$ cat src/logic/lcd_config.svh
// widths and panel strobe timing shared by the lcd package and rtl, pulled in by `include
`ifndef LCD_CONFIG_SVH
`define LCD_CONFIG_SVH

// axi side
`define LCD_ADDR_W 32
`define LCD_ID_W 4

// fill repeat counter, covers a full 480x800 frame
`define LCD_CNT_W 20

// 8080 write strobe, in pclk cycles
`define LCD_WR_LOW 2
`define LCD_WR_HIGH 2

// panel reset pulse after system reset
`define LCD_RST_CYCLES 16

`endif

$ cat src/logic/lcd_pkg.sv
// types shared by the lcd blocks and the testbench, imported where the enums are needed
`default_nettype none

`include "lcd_config.svh"

package lcd_pkg;

  // kind of panel request handed from the axi slave to the sequencer
  typedef enum logic [1:0] {
    OP_CMD  = 2'd0,
    OP_DATA = 2'd1,
    OP_FILL = 2'd2
  } lcd_op_e;

  // register map, low address byte
  typedef enum logic [7:0] {
    REG_CMD        = 8'h00,
    REG_DATA       = 8'h04,
    REG_FILL_COLOR = 8'h08,
    REG_FILL_COUNT = 8'h0C,
    REG_STATUS     = 8'h10,
    REG_BL         = 8'h14
  } lcd_reg_e;

  typedef enum logic [1:0] {
    RESP_OKAY   = 2'b00,
    RESP_DECERR = 2'b11
  } axi_resp_e;

  // bus driver phases of one write beat
  typedef enum logic [1:0] {
    B_IDLE = 2'd0,
    B_LOW  = 2'd1,
    B_HIGH = 2'd2
  } beat_state_e;

  localparam int unsigned BEAT_CYCLES = `LCD_WR_LOW + `LCD_WR_HIGH;  // cs_n low time per beat

endpackage

`default_nettype wire

$ cat src/logic/lcd_req_if.sv
// request channel from the axi slave into the sequencer, one strobe per panel operation
`timescale 1ns/100ps
`default_nettype none

`include "lcd_config.svh"

interface lcd_req_if;
  import lcd_pkg::*;

  logic                  req;    // one cycle, only while busy is low
  lcd_op_e               op;
  logic [15:0]           word;   // command, data or fill colour
  logic [`LCD_CNT_W-1:0] count;  // fill repeat count
  logic                  busy;   // panel in reset or request still running

  modport master (output req, output op, output word, output count, input busy);
  modport slave (input req, input op, input word, input count, output busy);

endinterface

`default_nettype wire

$ cat src/logic/lcd_beat_if.sv
// single write beat channel from the sequencer into the 8080 bus driver
`timescale 1ns/100ps
`default_nettype none

interface lcd_beat_if;

  logic        go;    // start strobe, only while busy is low
  logic        rs;    // 0 command, 1 data
  logic [15:0] data;
  logic        busy;  // high from the cycle after go until cs_n is released

  modport src (output go, output rs, output data, input busy);
  modport drv (input go, input rs, input data, output busy);

endinterface

`default_nettype wire

$ cat src/logic/lcd_axi_slave.sv
// single-beat axi4 register slave, turns cpu writes into panel requests and serves status reads
`timescale 1ns/100ps
`default_nettype none

`include "lcd_config.svh"

module lcd_axi_slave (
  input  logic                   pclk_i,
  input  logic                   rst_n_i,
  input  logic [`LCD_ID_W-1:0]   awid_i,
  input  logic [`LCD_ADDR_W-1:0] awaddr_i,
  input  logic                   awvalid_i,
  output logic                   awready_o,
  input  logic [31:0]            wdata_i,
  input  logic [3:0]             wstrb_i,
  input  logic                   wvalid_i,
  output logic                   wready_o,
  output logic [`LCD_ID_W-1:0]   bid_o,
  output lcd_pkg::axi_resp_e     bresp_o,
  output logic                   bvalid_o,
  input  logic                   bready_i,
  input  logic [`LCD_ID_W-1:0]   arid_i,
  input  logic [`LCD_ADDR_W-1:0] araddr_i,
  input  logic                   arvalid_i,
  output logic                   arready_o,
  output logic [`LCD_ID_W-1:0]   rid_o,
  output logic [31:0]            rdata_o,
  output lcd_pkg::axi_resp_e     rresp_o,
  output logic                   rlast_o,
  output logic                   rvalid_o,
  input  logic                   rready_i,
  output logic                   lcd_bl_ctr_o,
  input  logic                   init_done_i,
  lcd_req_if.master              req
);
  import lcd_pkg::*;

  lcd_reg_e              aw_reg;
  lcd_reg_e              ar_reg;
  logic                  aw_hs;
  logic                  ar_hs;
  logic                  aw_mapped;
  logic                  ar_mapped;
  logic                  wr_issue;
  lcd_op_e               wr_op;
  logic [`LCD_CNT_W-1:0] fill_cnt;
  logic [31:0]           rd_word;
  logic [15:0]           fill_color_q;
  logic                  bl_q;
  logic                  bvalid_q;
  logic                  rvalid_q;
  logic                  req_q;
  lcd_op_e               op_q;
  logic [15:0]           word_q;
  logic [`LCD_CNT_W-1:0] count_q;
  logic [`LCD_ID_W-1:0]  bid_q;
  logic [`LCD_ID_W-1:0]  rid_q;
  axi_resp_e             bresp_q;
  axi_resp_e             rresp_q;
  logic [31:0]           rdata_q;

  assign aw_reg   = lcd_reg_e'(awaddr_i[7:0]);  // upper address bits decoded outside
  assign ar_reg   = lcd_reg_e'(araddr_i[7:0]);
  assign fill_cnt = wdata_i[`LCD_CNT_W-1:0];

  // aw and w taken together, blocked by a pending b or running request
  assign awready_o = awvalid_i && wvalid_i && !bvalid_q && !req.busy;
  assign wready_o  = awready_o;
  assign aw_hs     = awready_o;
  assign arready_o = !rvalid_q;
  assign ar_hs     = arvalid_i && !rvalid_q;

  always_comb begin
    aw_mapped = 1'b1;
    wr_issue  = 1'b0;
    wr_op     = OP_CMD;
    case (aw_reg)
      REG_CMD: wr_issue = 1'b1;
      REG_DATA: begin
        wr_issue = 1'b1;
        wr_op    = OP_DATA;
      end
      REG_FILL_COUNT: begin
        wr_issue = (fill_cnt != '0);  // zero count starts nothing
        wr_op    = OP_FILL;
      end
      REG_FILL_COLOR, REG_STATUS, REG_BL: ;  // register side effects only
      default: aw_mapped = 1'b0;
    endcase
  end

  always_comb begin
    ar_mapped = 1'b1;
    rd_word   = '0;
    case (ar_reg)
      REG_STATUS: rd_word = {30'd0, init_done_i, req.busy};
      REG_BL:     rd_word = {31'd0, bl_q};
      REG_CMD, REG_DATA, REG_FILL_COLOR, REG_FILL_COUNT: ;  // write-only, read as zero
      default: ar_mapped = 1'b0;
    endcase
  end

  always_ff @(posedge pclk_i or negedge rst_n_i) begin
    if (!rst_n_i) begin
      bvalid_q     <= 1'b0;
      rvalid_q     <= 1'b0;
      req_q        <= 1'b0;
      bl_q         <= 1'b0;
      fill_color_q <= '0;
    end else begin
      req_q <= aw_hs && wr_issue;
      if (aw_hs) begin
        bvalid_q <= 1'b1;
      end else if (bready_i) begin
        bvalid_q <= 1'b0;
      end
      if (ar_hs) begin
        rvalid_q <= 1'b1;
      end else if (rready_i) begin
        rvalid_q <= 1'b0;
      end
      if (aw_hs && aw_reg == REG_FILL_COLOR) begin
        fill_color_q <= wdata_i[15:0];
      end
      if (aw_hs && aw_reg == REG_BL) begin
        bl_q <= wdata_i[0];
      end
    end
  end

  always_ff @(posedge pclk_i) begin
    if (aw_hs) begin
      bid_q   <= awid_i;
      bresp_q <= aw_mapped ? RESP_OKAY : RESP_DECERR;
      op_q    <= wr_op;
      word_q  <= (wr_op == OP_FILL) ? fill_color_q : wdata_i[15:0];
      count_q <= fill_cnt;
    end
    if (ar_hs) begin
      rid_q   <= arid_i;
      rdata_q <= rd_word;
      rresp_q <= ar_mapped ? RESP_OKAY : RESP_DECERR;
    end
  end

  assign req.req      = req_q;
  assign req.op       = op_q;
  assign req.word     = word_q;
  assign req.count    = count_q;
  assign bid_o        = bid_q;
  assign bresp_o      = bresp_q;
  assign bvalid_o     = bvalid_q;
  assign rid_o        = rid_q;
  assign rdata_o      = rdata_q;
  assign rresp_o      = rresp_q;
  assign rlast_o      = 1'b1;  // every read is a single beat
  assign rvalid_o     = rvalid_q;
  assign lcd_bl_ctr_o = bl_q;

  // write response held with its id until the master takes it
  a_b_hold: assert property (@(posedge pclk_i) disable iff (!rst_n_i)
    bvalid_o && !bready_i |=> bvalid_o && $stable(bid_o))
    else $error("bvalid dropped or bid changed before bready");

endmodule

`default_nettype wire

$ cat src/logic/lcd_seq.sv
// panel reset timing and request sequencing, expands command, data and fill requests into beats
`timescale 1ns/100ps
`default_nettype none

`include "lcd_config.svh"

module lcd_seq (
  input  logic      pclk_i,
  input  logic      rst_n_i,
  lcd_req_if.slave  req,
  lcd_beat_if.src   beat,
  output logic      lcd_rst_o,
  output logic      init_done_o
);
  import lcd_pkg::*;

  localparam int RST_W = $clog2(`LCD_RST_CYCLES + 1);

  logic [RST_W-1:0]      rst_cnt_q;
  logic                  init_done_q;
  logic                  active_q;
  logic [`LCD_CNT_W-1:0] rem_q;      // beats not yet started
  logic                  rs_q;
  logic [15:0]           data_q;
  logic                  last_done;

  // panel reset pulse, counted once after system reset
  always_ff @(posedge pclk_i or negedge rst_n_i) begin
    if (!rst_n_i) begin
      rst_cnt_q   <= '0;
      init_done_q <= 1'b0;
    end else if (!init_done_q) begin
      rst_cnt_q <= rst_cnt_q + 1'b1;
      if (rst_cnt_q == RST_W'(`LCD_RST_CYCLES - 1)) begin
        init_done_q <= 1'b1;
      end
    end
  end

  assign last_done = (rem_q == '0) && !beat.busy;  // final beat off the bus

  // next beat as soon as the driver is idle
  assign beat.go   = active_q && (rem_q != '0) && !beat.busy;
  assign beat.rs   = rs_q;
  assign beat.data = data_q;
  assign req.busy  = !init_done_q || (active_q && !last_done);

  always_ff @(posedge pclk_i or negedge rst_n_i) begin
    if (!rst_n_i) begin
      active_q <= 1'b0;
      rem_q    <= '0;
    end else if (req.req) begin
      active_q <= 1'b1;
      rem_q    <= (req.op == OP_FILL) ? req.count : {{(`LCD_CNT_W-1){1'b0}}, 1'b1};
    end else if (beat.go) begin
      rem_q <= rem_q - 1'b1;
    end else if (active_q && last_done) begin
      active_q <= 1'b0;
    end
  end

  // word and register select kept for every beat of the request
  always_ff @(posedge pclk_i) begin
    if (req.req) begin
      rs_q   <= (req.op != OP_CMD);
      data_q <= req.word;
    end
  end

  assign lcd_rst_o   = init_done_q;  // active low panel reset
  assign init_done_o = init_done_q;

  // go only into an idle driver, which must take it on the next cycle
  a_go_idle: assert property (@(posedge pclk_i) disable iff (!rst_n_i)
    beat.go |-> !beat.busy ##1 beat.busy)
    else $error("beat go raised while bus driver busy or not taken");

endmodule

`default_nettype wire

$ cat src/logic/lcd_bus_driver.sv
// 8080 write strobe generator, drives cs_n, rs, wr_n and the data bus for each beat
`timescale 1ns/100ps
`default_nettype none

`include "lcd_config.svh"

module lcd_bus_driver (
  input  logic        pclk_i,
  input  logic        rst_n_i,
  lcd_beat_if.drv     beat,
  output logic        lcd_cs_o,
  output logic        lcd_rs_o,
  output logic        lcd_wr_o,
  output logic [15:0] lcd_data_o,
  output logic        lcd_data_oe_o
);
  import lcd_pkg::*;

  localparam int PH_W = $clog2(BEAT_CYCLES);

  beat_state_e     state_q;
  logic [PH_W-1:0] phase_q;  // cycle within the beat
  logic            rs_q;
  logic [15:0]     data_q;

  always_ff @(posedge pclk_i or negedge rst_n_i) begin
    if (!rst_n_i) begin
      state_q <= B_IDLE;
      phase_q <= '0;
    end else begin
      case (state_q)
        B_IDLE: begin
          phase_q <= '0;
          if (beat.go) begin
            state_q <= B_LOW;
          end
        end
        B_LOW: begin
          phase_q <= phase_q + 1'b1;
          if (phase_q == PH_W'(`LCD_WR_LOW - 1)) begin
            state_q <= B_HIGH;  // rising wr_n, panel latches here
          end
        end
        B_HIGH: begin
          phase_q <= phase_q + 1'b1;
          if (phase_q == PH_W'(BEAT_CYCLES - 1)) begin
            state_q <= B_IDLE;
          end
        end
        default: state_q <= B_IDLE;
      endcase
    end
  end

  always_ff @(posedge pclk_i) begin
    if (beat.go) begin
      rs_q   <= beat.rs;
      data_q <= beat.data;
    end
  end

  assign beat.busy     = (state_q != B_IDLE);
  assign lcd_cs_o      = (state_q == B_IDLE);  // active low
  assign lcd_wr_o      = (state_q != B_LOW);   // active low
  assign lcd_rs_o      = rs_q;
  assign lcd_data_o    = data_q;
  assign lcd_data_oe_o = !lcd_cs_o;

  // wr_n low only under cs_n, and cs_n still low when wr_n rises
  a_wr_in_cs: assert property (@(posedge pclk_i) disable iff (!rst_n_i)
    !lcd_wr_o |-> !lcd_cs_o ##1 !lcd_cs_o)
    else $error("wr_n strobe outside chip select");

endmodule

`default_nettype wire

$ cat src/logic/lcd_top.sv
// lcd subsystem top, axi4 register port in and 8080 panel pins out, pad muxing left to chip top
`timescale 1ns/100ps
`default_nettype none

`include "lcd_config.svh"

module lcd_top (
  input  logic                   pclk_i,
  input  logic                   rst_n_i,
  input  logic [`LCD_ID_W-1:0]   awid_i,
  input  logic [`LCD_ADDR_W-1:0] awaddr_i,
  input  logic                   awvalid_i,
  output logic                   awready_o,
  input  logic [31:0]            wdata_i,
  input  logic [3:0]             wstrb_i,
  input  logic                   wvalid_i,
  output logic                   wready_o,
  output logic [`LCD_ID_W-1:0]   bid_o,
  output lcd_pkg::axi_resp_e     bresp_o,
  output logic                   bvalid_o,
  input  logic                   bready_i,
  input  logic [`LCD_ID_W-1:0]   arid_i,
  input  logic [`LCD_ADDR_W-1:0] araddr_i,
  input  logic                   arvalid_i,
  output logic                   arready_o,
  output logic [`LCD_ID_W-1:0]   rid_o,
  output logic [31:0]            rdata_o,
  output lcd_pkg::axi_resp_e     rresp_o,
  output logic                   rlast_o,
  output logic                   rvalid_o,
  input  logic                   rready_i,
  output logic                   lcd_rst_o,      // panel reset, active low
  output logic                   lcd_cs_o,
  output logic                   lcd_rs_o,       // 0 command, 1 data
  output logic                   lcd_wr_o,
  output logic [15:0]            lcd_data_o,
  output logic                   lcd_data_oe_o,  // pad output enable
  output logic                   lcd_bl_ctr_o
);

  logic init_done;

  lcd_req_if  u_req_if ();
  lcd_beat_if u_beat_if ();

  lcd_axi_slave u_axi_slave (
    .pclk_i       (pclk_i),
    .rst_n_i      (rst_n_i),
    .awid_i       (awid_i),
    .awaddr_i     (awaddr_i),
    .awvalid_i    (awvalid_i),
    .awready_o    (awready_o),
    .wdata_i      (wdata_i),
    .wstrb_i      (wstrb_i),
    .wvalid_i     (wvalid_i),
    .wready_o     (wready_o),
    .bid_o        (bid_o),
    .bresp_o      (bresp_o),
    .bvalid_o     (bvalid_o),
    .bready_i     (bready_i),
    .arid_i       (arid_i),
    .araddr_i     (araddr_i),
    .arvalid_i    (arvalid_i),
    .arready_o    (arready_o),
    .rid_o        (rid_o),
    .rdata_o      (rdata_o),
    .rresp_o      (rresp_o),
    .rlast_o      (rlast_o),
    .rvalid_o     (rvalid_o),
    .rready_i     (rready_i),
    .lcd_bl_ctr_o (lcd_bl_ctr_o),
    .init_done_i  (init_done),
    .req          (u_req_if)
  );

  lcd_seq u_seq (
    .pclk_i      (pclk_i),
    .rst_n_i     (rst_n_i),
    .req         (u_req_if),
    .beat        (u_beat_if),
    .lcd_rst_o   (lcd_rst_o),
    .init_done_o (init_done)
  );

  lcd_bus_driver u_bus_driver (
    .pclk_i        (pclk_i),
    .rst_n_i       (rst_n_i),
    .beat          (u_beat_if),
    .lcd_cs_o      (lcd_cs_o),
    .lcd_rs_o      (lcd_rs_o),
    .lcd_wr_o      (lcd_wr_o),
    .lcd_data_o    (lcd_data_o),
    .lcd_data_oe_o (lcd_data_oe_o)
  );

endmodule

`default_nettype wire

$ cat config.mk
export PLATFORM = sky130hd
export DESIGN_NAME = lcd_top
export DESIGN_NICKNAME = d
export VERILOG_FILES = /design/src/logic/lcd_pkg.sv /design/src/logic/lcd_req_if.sv /design/src/logic/lcd_beat_if.sv /design/src/logic/lcd_axi_slave.sv /design/src/logic/lcd_seq.sv /design/src/logic/lcd_bus_driver.sv /design/src/logic/lcd_top.sv
export VERILOG_INCLUDE_DIRS = /design/src /design/src/logic
export SDC_FILE = /design/constraint.sdc
export NUM_CORES = 1
export LEC_CHECK = 0
export BUFFER_PORTS_ARGS = -buffer_cell sky130_fd_sc_hd__buf_4
export CORE_MARGIN = 2
export CORE_UTILIZATION = 45
export CTS_CLUSTER_SIZE = 16
export DETAILED_ROUTE_END_ITERATION = 12
export GPL_TIMING_DRIVEN = 0
export HOLD_SLACK_MARGIN = 0.08
export PLACE_DENSITY = 0.78
export SETUP_SLACK_MARGIN = 0.05
export SLEW_MARGIN = 25
export SYNTH_ARGS = -nofsm -noshare
export SYNTH_HDL_FRONTEND = slang
export SYNTH_SLANG_ARGS = --single-unit
export TNS_END_PERCENT = 1
$ cat constraint.sdc
create_clock -name pclk_i -period 4.13 [get_ports pclk_i]
set_clock_uncertainty 0.05 [all_clocks]
set_input_delay 0.826 -clock pclk_i [delete_from_list [all_inputs] [get_ports pclk_i]]
set_output_delay 0.826 -clock pclk_i [all_outputs]
set_load 0.05 [all_outputs]
==> run_results.csv, run 1 <==
group,metric,value,unit
setup_path,crit_end,"wready_o",
synth,synth_area_in_xor_xnor,0.5865,%
synth,post-synth-top-area-fraction,42.23,%
setup_path,timing_worst_setup_path_type,"reg -> out",
cells_and_area,antenna-diode-count,0,
pwr,peakVddDrop,0.3763,mV
timing,min_period,3.771,ns
timing,fin_setup_tns,0,ns
global_route,vias_in_the_first_global_route,3929,
place,detailedPlace.worstSlack,0.03688,ns
cells_and_area,layout.cells.non_filler,771,
setup_path,regToRegStartpoint,"u_seq.rem_q[11]",
synth,post-synth-top-area-cell,"sky130_fd_sc_hd__edfxtp_1",
synth,ys_types,60,
setup_path,crit_path_max_incr_delay,0.48,ns
floorplanning,overall_die_area,14210,um^2
global_route,antenna_violations_before_repair,0,
drt,antenna_left,0,
setup_path,crit_path_top_delay_cell,"sky130_fd_sc_hd__or4_4",
clock_network,cts_tree,"done",
synth,yosys_register_bits,135,
synth,post_synth_and_or_nand_nor_area_fraction,11.00,%
min_path,min_path_cells,0,
drt,drt_first_iter_violations,366,
floorplanning,die-width,119.2,um
timing,worst_slack,0.3593,ns
synth,combinational_family_with_the_most_area_after_synthesis,"simple AND/OR/NAND/NOR gates",
clock_network,clock_insertion_delay_worst_skew,0.42,ns
setup_path,timing.critical_path.cells,"or2_1 > or4_4 > buf_6 > o41ai_4 > buf_4 > nand2_2 > clkinvlp_4 > buf_4 > buf_4",
timing,slew-limit-headroom,49.92,%
global_route,met2_usage,32.51,%
synth,postSynth.asyncResetShare,37.78,%
global_route,grt_usage,19.33,%
global_route,globalRouteMet1Util,23.83,%
synth,synthCells,438,
setup_path,critPathMaxFanout,9,
cells_and_area,filler_cell_count,1016,
clock_network,post_cts_hold_buffer_count,0,
timing,post-route-period-util,91.30,%
drt,routed_via_density,5.236,
synth,synth_area_leaders,"sky130_fd_sc_hd__edfxtp_1 (42%), sky130_fd_sc_hd__dfrtp_1 (21%), sky130_fd_sc_hd__mux2_2 (4.7%)",
cells_and_area,final_stage_net_count,708,
timing,max_freq,265.2,MHz
clock_network,cts_root_buffer,"sky130_fd_sc_hd__clkbuf_16",
cells_and_area,mostFrequentLayoutCells,"sky130_fd_sc_hd__buf_4 (128), sky130_fd_sc_hd__edfxtp_1 (84), sky130_fd_sc_hd__dfrtp_1 (50)",
pwr,power,3.980,mW
drt,drt_wl_total,13350,um
floorplanning,ioPinCount,187,
synth,ys_warn_count,0,
synth,register_area_share_after_synthesis,63.59,%
status,status,"completed",
global_route,grt_overflow,0,
synth,synth-edff-count,84,
setup_path,worst_r2r_endpoint,"u_seq.rem_q[0]",
cells_and_area,multi_input_comb_area,1902,um^2
global_route,grt_max_degree,52,
clock_network,clk_pin_slew,0.06,ns
timing,grt_setup_unrepaired,"false",
drt,drcViolationCount,0,
setup_path,setup.worst_path.start,"u_seq.rem_q[11]",
synth,synth_ff_type,"sky130_fd_sc_hd__edfxtp_1",
floorplanning,start_util,45.65,%
setup_path,timing.critical_path.to_type,"output pin",
place,place_inst,734,
flow_run,timing.max_cap.violations,0,
setup_path,worst-endpoint-arrival,2.89,ns
setup_path,worst-endpoint-required,3.25,ns
global_route,first_pass_grt_wire_length,20770,um
place,portBuffers,91,
floorplanning,fp.coreArea,13090,um^2
cells_and_area,regArea,3800,um^2
cells_and_area,final_common_cell,"sky130_fd_sc_hd__buf_4",
floorplanning,die_height,119.2,um
setup_path,worst_reg_to_reg_cells,8,
global_route,grtUsageMet3,4.933,%
setup_path,setup.reg_to_reg.worst_slack,1.04,ns
drt,route.vias.total,4037,
synth,synth.avg_cell_area,13.64,um^2
synth,mappedNetlistArea,5973,um^2
floorplanning,floorplan.rows,42,
min_path,hp-class,"reg -> reg",
timing,final_max_slew_viol_count,0,
timing,setup-violations-final,0,
pwr,leakage,3.325,nW
setup_path,critPathMostFrequentCell,"sky130_fd_sc_hd__buf_4",
drt,route.detailed.wl_per_inst,17.31,um
cells_and_area,post_route_cells_drive_above_1_share,35.63,%
setup_path,critPathLaunchType,"flip-flop",
min_path,hold_path.startpoint,"u_seq.beat.data[13]",
timing,worst-slew-pin-transition,0.7511,ns
pwr,power_per_cell_area,525.8,nW/um^2
clock_network,number_of_cts_inserted_buffers,17,
clock_network,cts.sink_count,135,
drt,drt_pre_antenna_iters,5,
cells_and_area,flow.area_growth_from_synthesis,26.71,%
global_route,gr_peak_layer,"met2",
timing,timing_hold_violations_final,0,
synth,post_synth_mux_area_share,7.394,%
clock_network,h-tree-depth,4,
synth,compound_cell_area_share_of_the_yosys_netlist,8.567,%
synth,synth_fa_ha_area_share,2.304,%
timing,hold_ws,0.3667,ns
place,routabilityCongestion,0.8484,
place,detailedPlacementHpwl,8811,um
clock_network,clk_path_buf_depth,2,
-- worst min path at each step --
stage                                              to  slack [ns]
after floorplan            u_bus_driver.lcd_data_o[0]        0.35
after global placement     u_bus_driver.lcd_data_o[0]        0.35
after detailed placement          u_seq.beat.data[10]        0.35
after CTS                  u_bus_driver.lcd_data_o[0]        0.37
after global routing              u_seq.beat.data[12]        0.37
final                     u_bus_driver.lcd_data_o[13]        0.37
-- routing by layer --
metal	part of all wire, %	wire [um]	vias to the layer above
met1	40	5331	1997
li1	-	-	1857
met3	7.2	960	13
met2	52	6878	170
met5	0	0	-
met4	1.3	179	0
-- where the power goes --
part / internal, mW / leakage (nW) / switching (mW)
logic: 0.363 / 1.61 / 0.648
clock network: 0.818 / 0.258 / 0.560
registers: 1.52 / 1.46 / 0.0681
total: 2.70 / 3.32 / 1.28
-- registers in the layout, summed over array words and instances (netlist names), 4 cells and up --
signal and count:
u_axi_slave.bid_o 4, u_axi_slave.fill_color_q 16, u_bus_driver.lcd_data_o 16, u_axi_slave.req.word 16, u_seq.rst_cnt_q 5, u_axi_slave.rid_o 4
u_axi_slave.req.count 20, u_seq.rem_q 20, u_seq.beat.data 16
-- through the flow --
stage	util, %	instance area, um^2
after detailed placement	53.42	6990
after global routing	57.84	7569
after global placement	53.41	6989
after floorplan	-	6086
final	57.84	7569
after CTS	57.70	7550
-- timing repair --
item / in CTS / in global routing
pin swaps: 0 / 1
endpoints found under the setup margin: 2 / 1
cloned: 2 / 0
gates resized for setup: 1 / 0
buffers inserted: 1 / 2
-- area by class of cell --
| type | instances | area share (%) |
|---|---|---|
| repair buffers | 94 | 9.324 |
| plain buffers | 46 | 4.199 |
| well taps | 176 | 2.910 |
| repair inverters | 2 | 0.1653 |
| flip-flops and latches | 135 | 50.21 |
| multi-input cells | 268 | 25.13 |
| inverters | 18 | 0.9423 |
| clock buffers | 18 | 5.670 |
| clock inverters | 14 | 1.455 |
-- synth_stat cells, types with 3 or more instances --
library cell	n
sky130_fd_sc_hd__a21oi_1	13
sky130_fd_sc_hd__a2bb2oi_1	4
sky130_fd_sc_hd__a31o_2	3
sky130_fd_sc_hd__a31oi_1	5
sky130_fd_sc_hd__and2_1	7
sky130_fd_sc_hd__and3b_1	3
sky130_fd_sc_hd__buf_4	34
sky130_fd_sc_hd__clkbuf_1	9
sky130_fd_sc_hd__dfrtp_1	51
sky130_fd_sc_hd__edfxtp_1	84
sky130_fd_sc_hd__ha_1	11
sky130_fd_sc_hd__inv_1	17
sky130_fd_sc_hd__mux2_2	25
sky130_fd_sc_hd__mux2_4	10
sky130_fd_sc_hd__nand2_1	27
sky130_fd_sc_hd__nand2b_1	4
sky130_fd_sc_hd__nand3_1	12
sky130_fd_sc_hd__nor2_1	18
sky130_fd_sc_hd__nor2b_1	5
sky130_fd_sc_hd__nor3_1	11
sky130_fd_sc_hd__nor4_1	10
sky130_fd_sc_hd__o21ai_0	9
sky130_fd_sc_hd__o22a_1	7
sky130_fd_sc_hd__o31ai_1	4
sky130_fd_sc_hd__or2_2	3
sky130_fd_sc_hd__or3_1	4
sky130_fd_sc_hd__or4_1	3
sky130_fd_sc_hd__xnor2_1	4
-- kinds of logic (layout without fill, tap and decap cells) --
group,Yosys count,count (layout)
AND/OR/NAND/NOR,120,120
AO/OA/AOI/OAI,66,66
other,2,31
flip-flops,135,135
buffers and inverters,64,192
adder cells (fa/ha/maj),11,11
multiplexers,36,36
XOR/XNOR,4,4
-- critical path, delay by kind of cell, from the launching register on --
family / cells / cell delay, ns
and+or+nand+nor: 3 / 0.86
buffers and inverters: 5 / 0.85
DFF: 1 / 0.42
AOI/OAI and AO/OA: 1 / 0.33
Power figures use the tool's default switching activity.
==> run 2: changes to the inputs <==
--- a/config.mk
+++ b/config.mk
@@ -14,6 +14,7 @@
 export GPL_TIMING_DRIVEN = 0
 export HOLD_SLACK_MARGIN = 0.08
 export PLACE_DENSITY = 0.78
+export RECOVER_POWER = 50
 export SETUP_SLACK_MARGIN = 0.05
 export SLEW_MARGIN = 25
 export SYNTH_ARGS = -nofsm -noshare
==> run_results.csv, run 2 (synthesis results as in run 1) <==
group,metric,value,unit
cells_and_area,flow.area_growth_from_synthesis,25.37,%
setup_path,critPathMostFrequentCell,"sky130_fd_sc_hd__buf_4",
place,routabilityCongestion,0.8484,
drt,drt_pre_antenna_iters,5,
clock_network,clk_pin_slew,0.06,ns
setup_path,setup.worst_path.start,"u_seq.rem_q[11]",
timing,final_max_slew_viol_count,0,
timing,max_freq,264.8,MHz
setup_path,timing_worst_setup_path_type,"reg -> out",
global_route,gr_peak_layer,"met2",
global_route,first_pass_grt_wire_length,20770,um
clock_network,cts_root_buffer,"sky130_fd_sc_hd__clkbuf_16",
place,portBuffers,91,
drt,drt_wl_total,13380,um
cells_and_area,post_route_cells_drive_above_1_share,31.93,%
place,detailedPlacementHpwl,8811,um
timing,hold_ws,0.3666,ns
pwr,power_per_cell_area,530.4,nW/um^2
place,post_dp_cell_area,6990,um^2
global_route,globalRouteMet1Util,23.83,%
global_route,vias_in_the_first_global_route,3929,
global_route,met2_usage,32.51,%
setup_path,crit_path_max_incr_delay,0.48,ns
clock_network,h-tree-depth,4,
cells_and_area,mostFrequentLayoutCells,"sky130_fd_sc_hd__buf_4 (92), sky130_fd_sc_hd__edfxtp_1 (84), sky130_fd_sc_hd__dfrtp_1 (51)",
cells_and_area,final_design_area_no_fill,7488,um^2
clock_network,cts.sink_count,135,
floorplanning,fp.coreArea,13090,um^2
cells_and_area,antenna-diode-count,0,
cells_and_area,final_common_cell,"sky130_fd_sc_hd__buf_4",
setup_path,worst-endpoint-required,3.25,ns
flow_run,timing.max_cap.violations,0,
pwr,peakVddDrop,0.3722,mV
clock_network,cts_tree,"done",
global_route,antenna_violations_before_repair,0,
clock_network,number_of_cts_inserted_buffers,17,
timing,grt_setup_unrepaired,"false",
clock_network,clock_insertion_delay_worst_skew,0.42,ns
drt,routed_via_density,5.213,
setup_path,regToRegStartpoint,"u_bus_driver.state_q[0]",
timing,post-route-period-util,91.42,%
global_route,grt_usage,19.33,%
setup_path,critical-path-top-delay-family,"simple AND/OR/NAND/NOR gates",
timing,slew-limit-headroom,25.24,%
global_route,grt_max_degree,52,
timing,timing_hold_violations_final,0,
floorplanning,die-width,119.2,um
timing,setup-violations-final,0,
drt,drcViolationCount,0,
drt,drt_first_iter_violations,378,
clock_network,clk_path_buf_depth,2,
setup_path,worst-endpoint-arrival,2.90,ns
floorplanning,start_util,45.65,%
status,status,"completed",
cells_and_area,final_stage_net_count,708,
floorplanning,die_height,119.2,um
setup_path,timing.critical_path.to_type,"output pin",
min_path,hold_path.startpoint,"u_axi_slave.req.word[1]",
timing,fin_setup_tns,0,ns
clock_network,post_cts_hold_buffer_count,0,
setup_path,crit_path_top_delay_cell,"sky130_fd_sc_hd__or4_4",
floorplanning,floorplan.rows,42,
setup_path,critical_path_buf_inv_count,5,
global_route,grtUsageMet3,4.933,%
setup_path,timing.critical_path.cells,"or2_1 > or4_4 > buf_6 > o41ai_4 > buf_4 > nand2_2 > clkinvlp_4 > buf_4 > buf_4",
drt,route.detailed.wl_per_inst,17.35,um
drt,route.vias.total,4019,
global_route,grt_overflow,0,
setup_path,critPathLaunchType,"flip-flop",
drt,antenna_left,0,
pwr,leakage,3.247,nW
min_path,hp-class,"reg -> reg",
timing,min_period,3.776,ns
floorplanning,ioPinCount,187,
setup_path,critPathMaxFanout,9,
timing,worst-slew-pin-transition,1.121,ns
floorplanning,overall_die_area,14210,um^2
-- run 2: cell count changes in the layout (fill, tap and decap cells not counted), sizes merged --
cell    delta
clkbuf    +36
buf       -36
-- run 2: path summary, 6_finish.rpt --
check | slack (ns) | depth (start not counted) | endpoint
setup / recovery | 0.35 | 9 | wready_o
hold / removal | 0.37 | 0 | u_seq.beat.data[1]
setup reg to reg | 1.03 | 9 | u_seq.rem_q[8]
hold reg to reg | 0.37 | 0 | u_seq.beat.data[1]
max in group asynchronous | 3.15 | 1 | u_seq.rst_cnt_q[4]
min in group asynchronous | 0.40 | 1 | u_axi_slave.fill_color_q[13]
-- run 2: per-layer routing --
layer	share of wire [%]	vias up
met5	0	-
met1	40	1986
met2	51	161
li1	-	1853
met3	6.9	19
met4	1.6	0
-- run 2: repair_timing --
action,in CTS,in global routing
setup buffers,1,2
hold endpoints to repair,0,0
endpoints found under the setup margin,2,1
resized for setup,1,0
gates cloned,2,0
pin swaps,0,1
-- run 2: through the flow --
step,std cells,setup WS (ns),utilization [%],power [mW]
2_1_floorplan,467,0.1124,-,2.352
3_3_place_gp,734,0.09929,53.41,2.577
3_5_place_dp,734,0.03688,53.42,2.610
4_1_cts,769,0.1381,57.70,3.986
5_1_grt,771,0.2428,57.23,4.146
6_report,771,0.3542,57.23,3.972
-- run 2: area by class of cell --
class / instances / area (um^2)
buffer: 46 / 317.8
clock buffer: 18 / 429.2
clock inverter: 14 / 110.1
fill: 1035 / 5597
inverter: 18 / 71.32
multi-input combinational: 268 / 1902
sequential: 135 / 3799
tap: 176 / 220.2
timing repair buffer: 94 / 626.9
timing repair inverter: 2 / 12.51
-- run 2: where the power goes --
group          internal (mW)  leakage (nW)  switching (mW)
Clock                  0.818         0.258           0.560
Sequential              1.52          1.46          0.0679
Combinational          0.353          1.53           0.650
==> run 3: changes to the inputs <==
--- a/config.mk
+++ b/config.mk
@@ -9,15 +9,17 @@
 export BUFFER_PORTS_ARGS = -buffer_cell sky130_fd_sc_hd__buf_4
 export CORE_MARGIN = 2
 export CORE_UTILIZATION = 45
+export CTS_BUF_LIST = sky130_fd_sc_hd__clkbuf_2 sky130_fd_sc_hd__clkbuf_4 sky130_fd_sc_hd__clkbuf_8
 export CTS_CLUSTER_SIZE = 16
 export DETAILED_ROUTE_END_ITERATION = 12
 export GPL_TIMING_DRIVEN = 0
 export HOLD_SLACK_MARGIN = 0.08
-export PLACE_DENSITY = 0.78
+export PLACE_DENSITY = 0.77
 export RECOVER_POWER = 50
 export SETUP_SLACK_MARGIN = 0.05
 export SLEW_MARGIN = 25
 export SYNTH_ARGS = -nofsm -noshare
 export SYNTH_HDL_FRONTEND = slang
+export SYNTH_HIERARCHICAL = 1
 export SYNTH_SLANG_ARGS = --single-unit
 export TNS_END_PERCENT = 1
==> run_results.csv, run 3 <==
group,metric,value,unit
status,status,"finished with violations",
status,violations,"max-capacitance violations, max-slew violations",
floorplanning,start_util,46.12,%
setup_path,worst-endpoint-required,3.25,ns
timing,max_freq,253.2,MHz
setup_path,crit_path_top_delay_cell,"sky130_fd_sc_hd__or4_4",
pwr,leakage,3.223,nW
drt,drcViolationCount,0,
min_path,hold_path.startpoint,"u_axi_slave/req.word[10]",
synth,post-synth-top-area-fraction,41.13,%
floorplanning,ioPinCount,187,
clock_network,clock_insertion_delay_worst_skew,0.43,ns
synth,mappedNetlistArea,6132,um^2
timing,hold_ws,0.3703,ns
clock_network,cts_tree,"done",
setup_path,worst_reg_to_reg_cells,11,
timing,min_period,3.949,ns
timing,worst_slack,0.1810,ns
pwr,internal_power,2.625,mW
pwr,power_per_cell_area,531.8,nW/um^2
place,detailedPlace.worstSlack,-0.3638,ns
global_route,first_pass_grt_wire_length,20130,um
place,place_inst,734,
clock_network,clk_path_buf_depth,2,
drt,drt_pre_antenna_iters,5,
flow_run,timing.max_cap.violations,1,
timing,grt_setup_unrepaired,"false",
synth,yosys_register_bits,135,
pwr,pwr-share-comb,33.3,%
setup_path,critPathLaunchType,"flip-flop",
place,portBuffers,91,
global_route,globalRouteMet1Util,23.65,%
place,detailedPlacementHpwl,8469,um
cells_and_area,post_route_cells_drive_above_1_share,35.68,%
global_route,antenna_violations_before_repair,0,
global_route,grt_overflow,0,
synth,most_numerous_cell_in_the_yosys_netlist,"sky130_fd_sc_hd__edfxtp_1",
setup_path,critPathMaxFanout,9,
clock_network,number_of_cts_inserted_buffers,17,
drt,drt_wl_total,12550,um
min_path,hp-class,"reg -> reg",
drt,route.vias.total,4011,
cells_and_area,antenna-diode-count,0,
floorplanning,die_height,120.7,um
cells_and_area,layout.cells.non_filler,773,
pwr,peakVddDrop,0.2638,mV
floorplanning,fp.coreArea,13300,um^2
pwr,p_sw_share,34.20,%
floorplanning,overall_die_area,14580,um^2
clock_network,post_cts_hold_buffer_count,0,
drt,antenna_left,0,
pwr,clockPowerShare,26.5,%
setup_path,worst_r2r_endpoint,"u_axi_slave/fill_color_q[9]",
drt,routed_via_density,5.189,
timing,timing_hold_violations_final,0,
pwr,p_seq_share,40.2,%
global_route,gr_peak_layer,"met2",
timing,setup-violations-final,0,
place,routabilityCongestion,0.8724,
pwr,net_switching_power,1.365,mW
global_route,grtUsageMet3,5.094,%
min_path,min_path_cells,0,
synth,synth_area_leaders,"sky130_fd_sc_hd__edfxtp_1 (41%), sky130_fd_sc_hd__dfrtp_1 (21%), sky130_fd_sc_hd__buf_4 (4.4%)",
timing,post-route-period-util,95.62,%
synth,postSynth.asyncResetShare,37.78,%
setup_path,crit_path_max_incr_delay,0.58,ns
global_route,grt_usage,18.32,%
setup_path,setup.reg_to_reg.worst_slack,0.69,ns
cells_and_area,filler_cell_count,1089,
global_route,grt_max_degree,52,
timing,final_max_slew_viol_count,52,
setup_path,worst-endpoint-arrival,3.07,ns
floorplanning,floorplan.rows,42,
setup_path,timing_worst_setup_path_type,"reg -> out",
synth,synth_common_cells,"sky130_fd_sc_hd__edfxtp_1 (84), sky130_fd_sc_hd__dfrtp_1 (51), sky130_fd_sc_hd__buf_4 (36), sky130_fd_sc_hd__nand2_1 (21), sky130_fd_sc_hd__nor2_1 (19)",
synth,post-synth-top-area-cell,"sky130_fd_sc_hd__edfxtp_1",
floorplanning,die-width,120.7,um
drt,drt_first_iter_violations,249,
setup_path,timing.critical_path.to_type,"output pin",
clock_network,h-tree-depth,4,
synth,register_area_share_after_synthesis,61.95,%
cells_and_area,mostFrequentLayoutCells,"sky130_fd_sc_hd__buf_4 (96), sky130_fd_sc_hd__edfxtp_1 (84), sky130_fd_sc_hd__dfrtp_1 (50)",
clock_network,cts_root_buffer,"sky130_fd_sc_hd__clkbuf_8",
synth,synth_ff_type,"sky130_fd_sc_hd__edfxtp_1",
cells_and_area,flow.area_growth_from_synthesis,22.36,%
timing,slew-limit-headroom,-95.05,%
cells_and_area,final_stage_net_count,710,
synth,synth-edff-count,84,
global_route,vias_in_the_first_global_route,3915,
setup_path,regToRegStartpoint,"u_seq/rem_q[14]",
synth,synth.avg_cell_area,14.00,um^2
synth,ys_warn_count,6,
synth,synthCells,438,
clock_network,clk_pin_slew,0.07,ns
synth,ys_types,65,
clock_network,cts.sink_count,135,
timing,worst-slew-pin-transition,2.926,ns
min_path,hold_end,"u_seq/beat.data[10]",
drt,route.detailed.wl_per_inst,16.24,um
global_route,met2_usage,29.20,%
setup_path,timing.critical_path.cells,"or4_4 > or4_4 > buf_6 > o31ai_4 > nand2_2 > nand4bb_4 > clkinvlp_4 > buf_4 > buf_6",
cells_and_area,final_common_cell,"sky130_fd_sc_hd__buf_4",
-- run 3: cells by family after synthesis --
kind of cell             after synthesis  synth area share, %
flip-flops                           135                61.95
AND/OR/NAND/NOR                      113                11.26
buffers and inverters                 71                7.754
AO/OA/AOI/OAI                         59                7.387
multiplexers                          40                8.284
adder cells (fa/ha/maj)               11                2.244
XOR/XNOR                               7               0.9998
other                                  2               0.1225
-- run 3: layout make-up --
cell class / count / area [um^2] / share of cell area, %
Buffer: 55 / 407.9 / 5.436
Timing Repair Buffer: 96 / 634.4 / 8.454
Timing Repair inverter: 2 / 12.51 / 0.1667
Clock inverter: 12 / 126.4 / 1.684
Inverter: 16 / 63.81 / 0.8504
Multi-Input combinational cell: 261 / 1976 / 26.33
Clock buffer: 20 / 262.8 / 3.502
Sequential cell: 135 / 3800 / 50.64
Tap cell: 176 / 220.2 / 2.935
-- run 3: through the flow --
| stage | power [mW] | instance area (um^2) | setup TNS, ns | util, % |
|---|---|---|---|---|
| finish | 3.990 | 7503 | 0 | 56.44 |
| global route | 4.196 | 7503 | 0 | 56.44 |
| CTS | 4.007 | 7610 | 0 | 57.24 |
| detailed placement | 2.918 | 7148 | -1.566 | 53.76 |
| global placement | 2.871 | 7148 | -1.337 | 53.76 |
| floorplan | 2.615 | 6245 | 0 | - |
-- run 3: power groups by stage --
stage                     Combinational (mW)  Sequential (mW)  Clock, mW
after floorplan                        0.971             1.64          0
after global placement                  1.25             1.62          0
after detailed placement                1.29             1.63          0
after CTS                               1.33             1.60       1.08
after global routing                    1.44             1.61       1.14
final                                   1.33             1.60       1.06
-- run 3: repair_timing --
item	in CTS	in global routing
pin swaps	1	1
setup buffers	5	0
hold endpoints to repair	0	0
gates resized for setup	3	3
endpoints found under the setup margin	12	1
gates cloned	2	0
-- run 3: critical path: cells and delay by family (launching register included) --
family	cells	cell delay, ns
AO/OA/AOI/OAI	1	0.21
AND/OR/NAND/NOR	4	1.41
buffers and inverters	4	0.61
flip-flops	1	0.41
-- run 3: routing by layer --
layer	wire length, um	vias to the layer above
met5	0	-
met1	5082	1930
li1	-	1838
met4	259	0
met3	973	20
met2	6239	223
-- run 3: worst max-delay path by stage --
stage,start,end,slack [ns],cells after the start
after global placement,u_seq/rem_q[14],wready_o,-0.37,9
after detailed placement,u_seq/rem_q[14],wready_o,-0.36,9
final,u_seq/rem_q[14],wready_o,0.18,9
after global routing,u_seq/rem_q[14],wready_o,0.06,9
after floorplan,u_seq/rem_q[14],wready_o,0.07,8
after CTS,u_seq/rem_q[14],wready_o,0.08,9
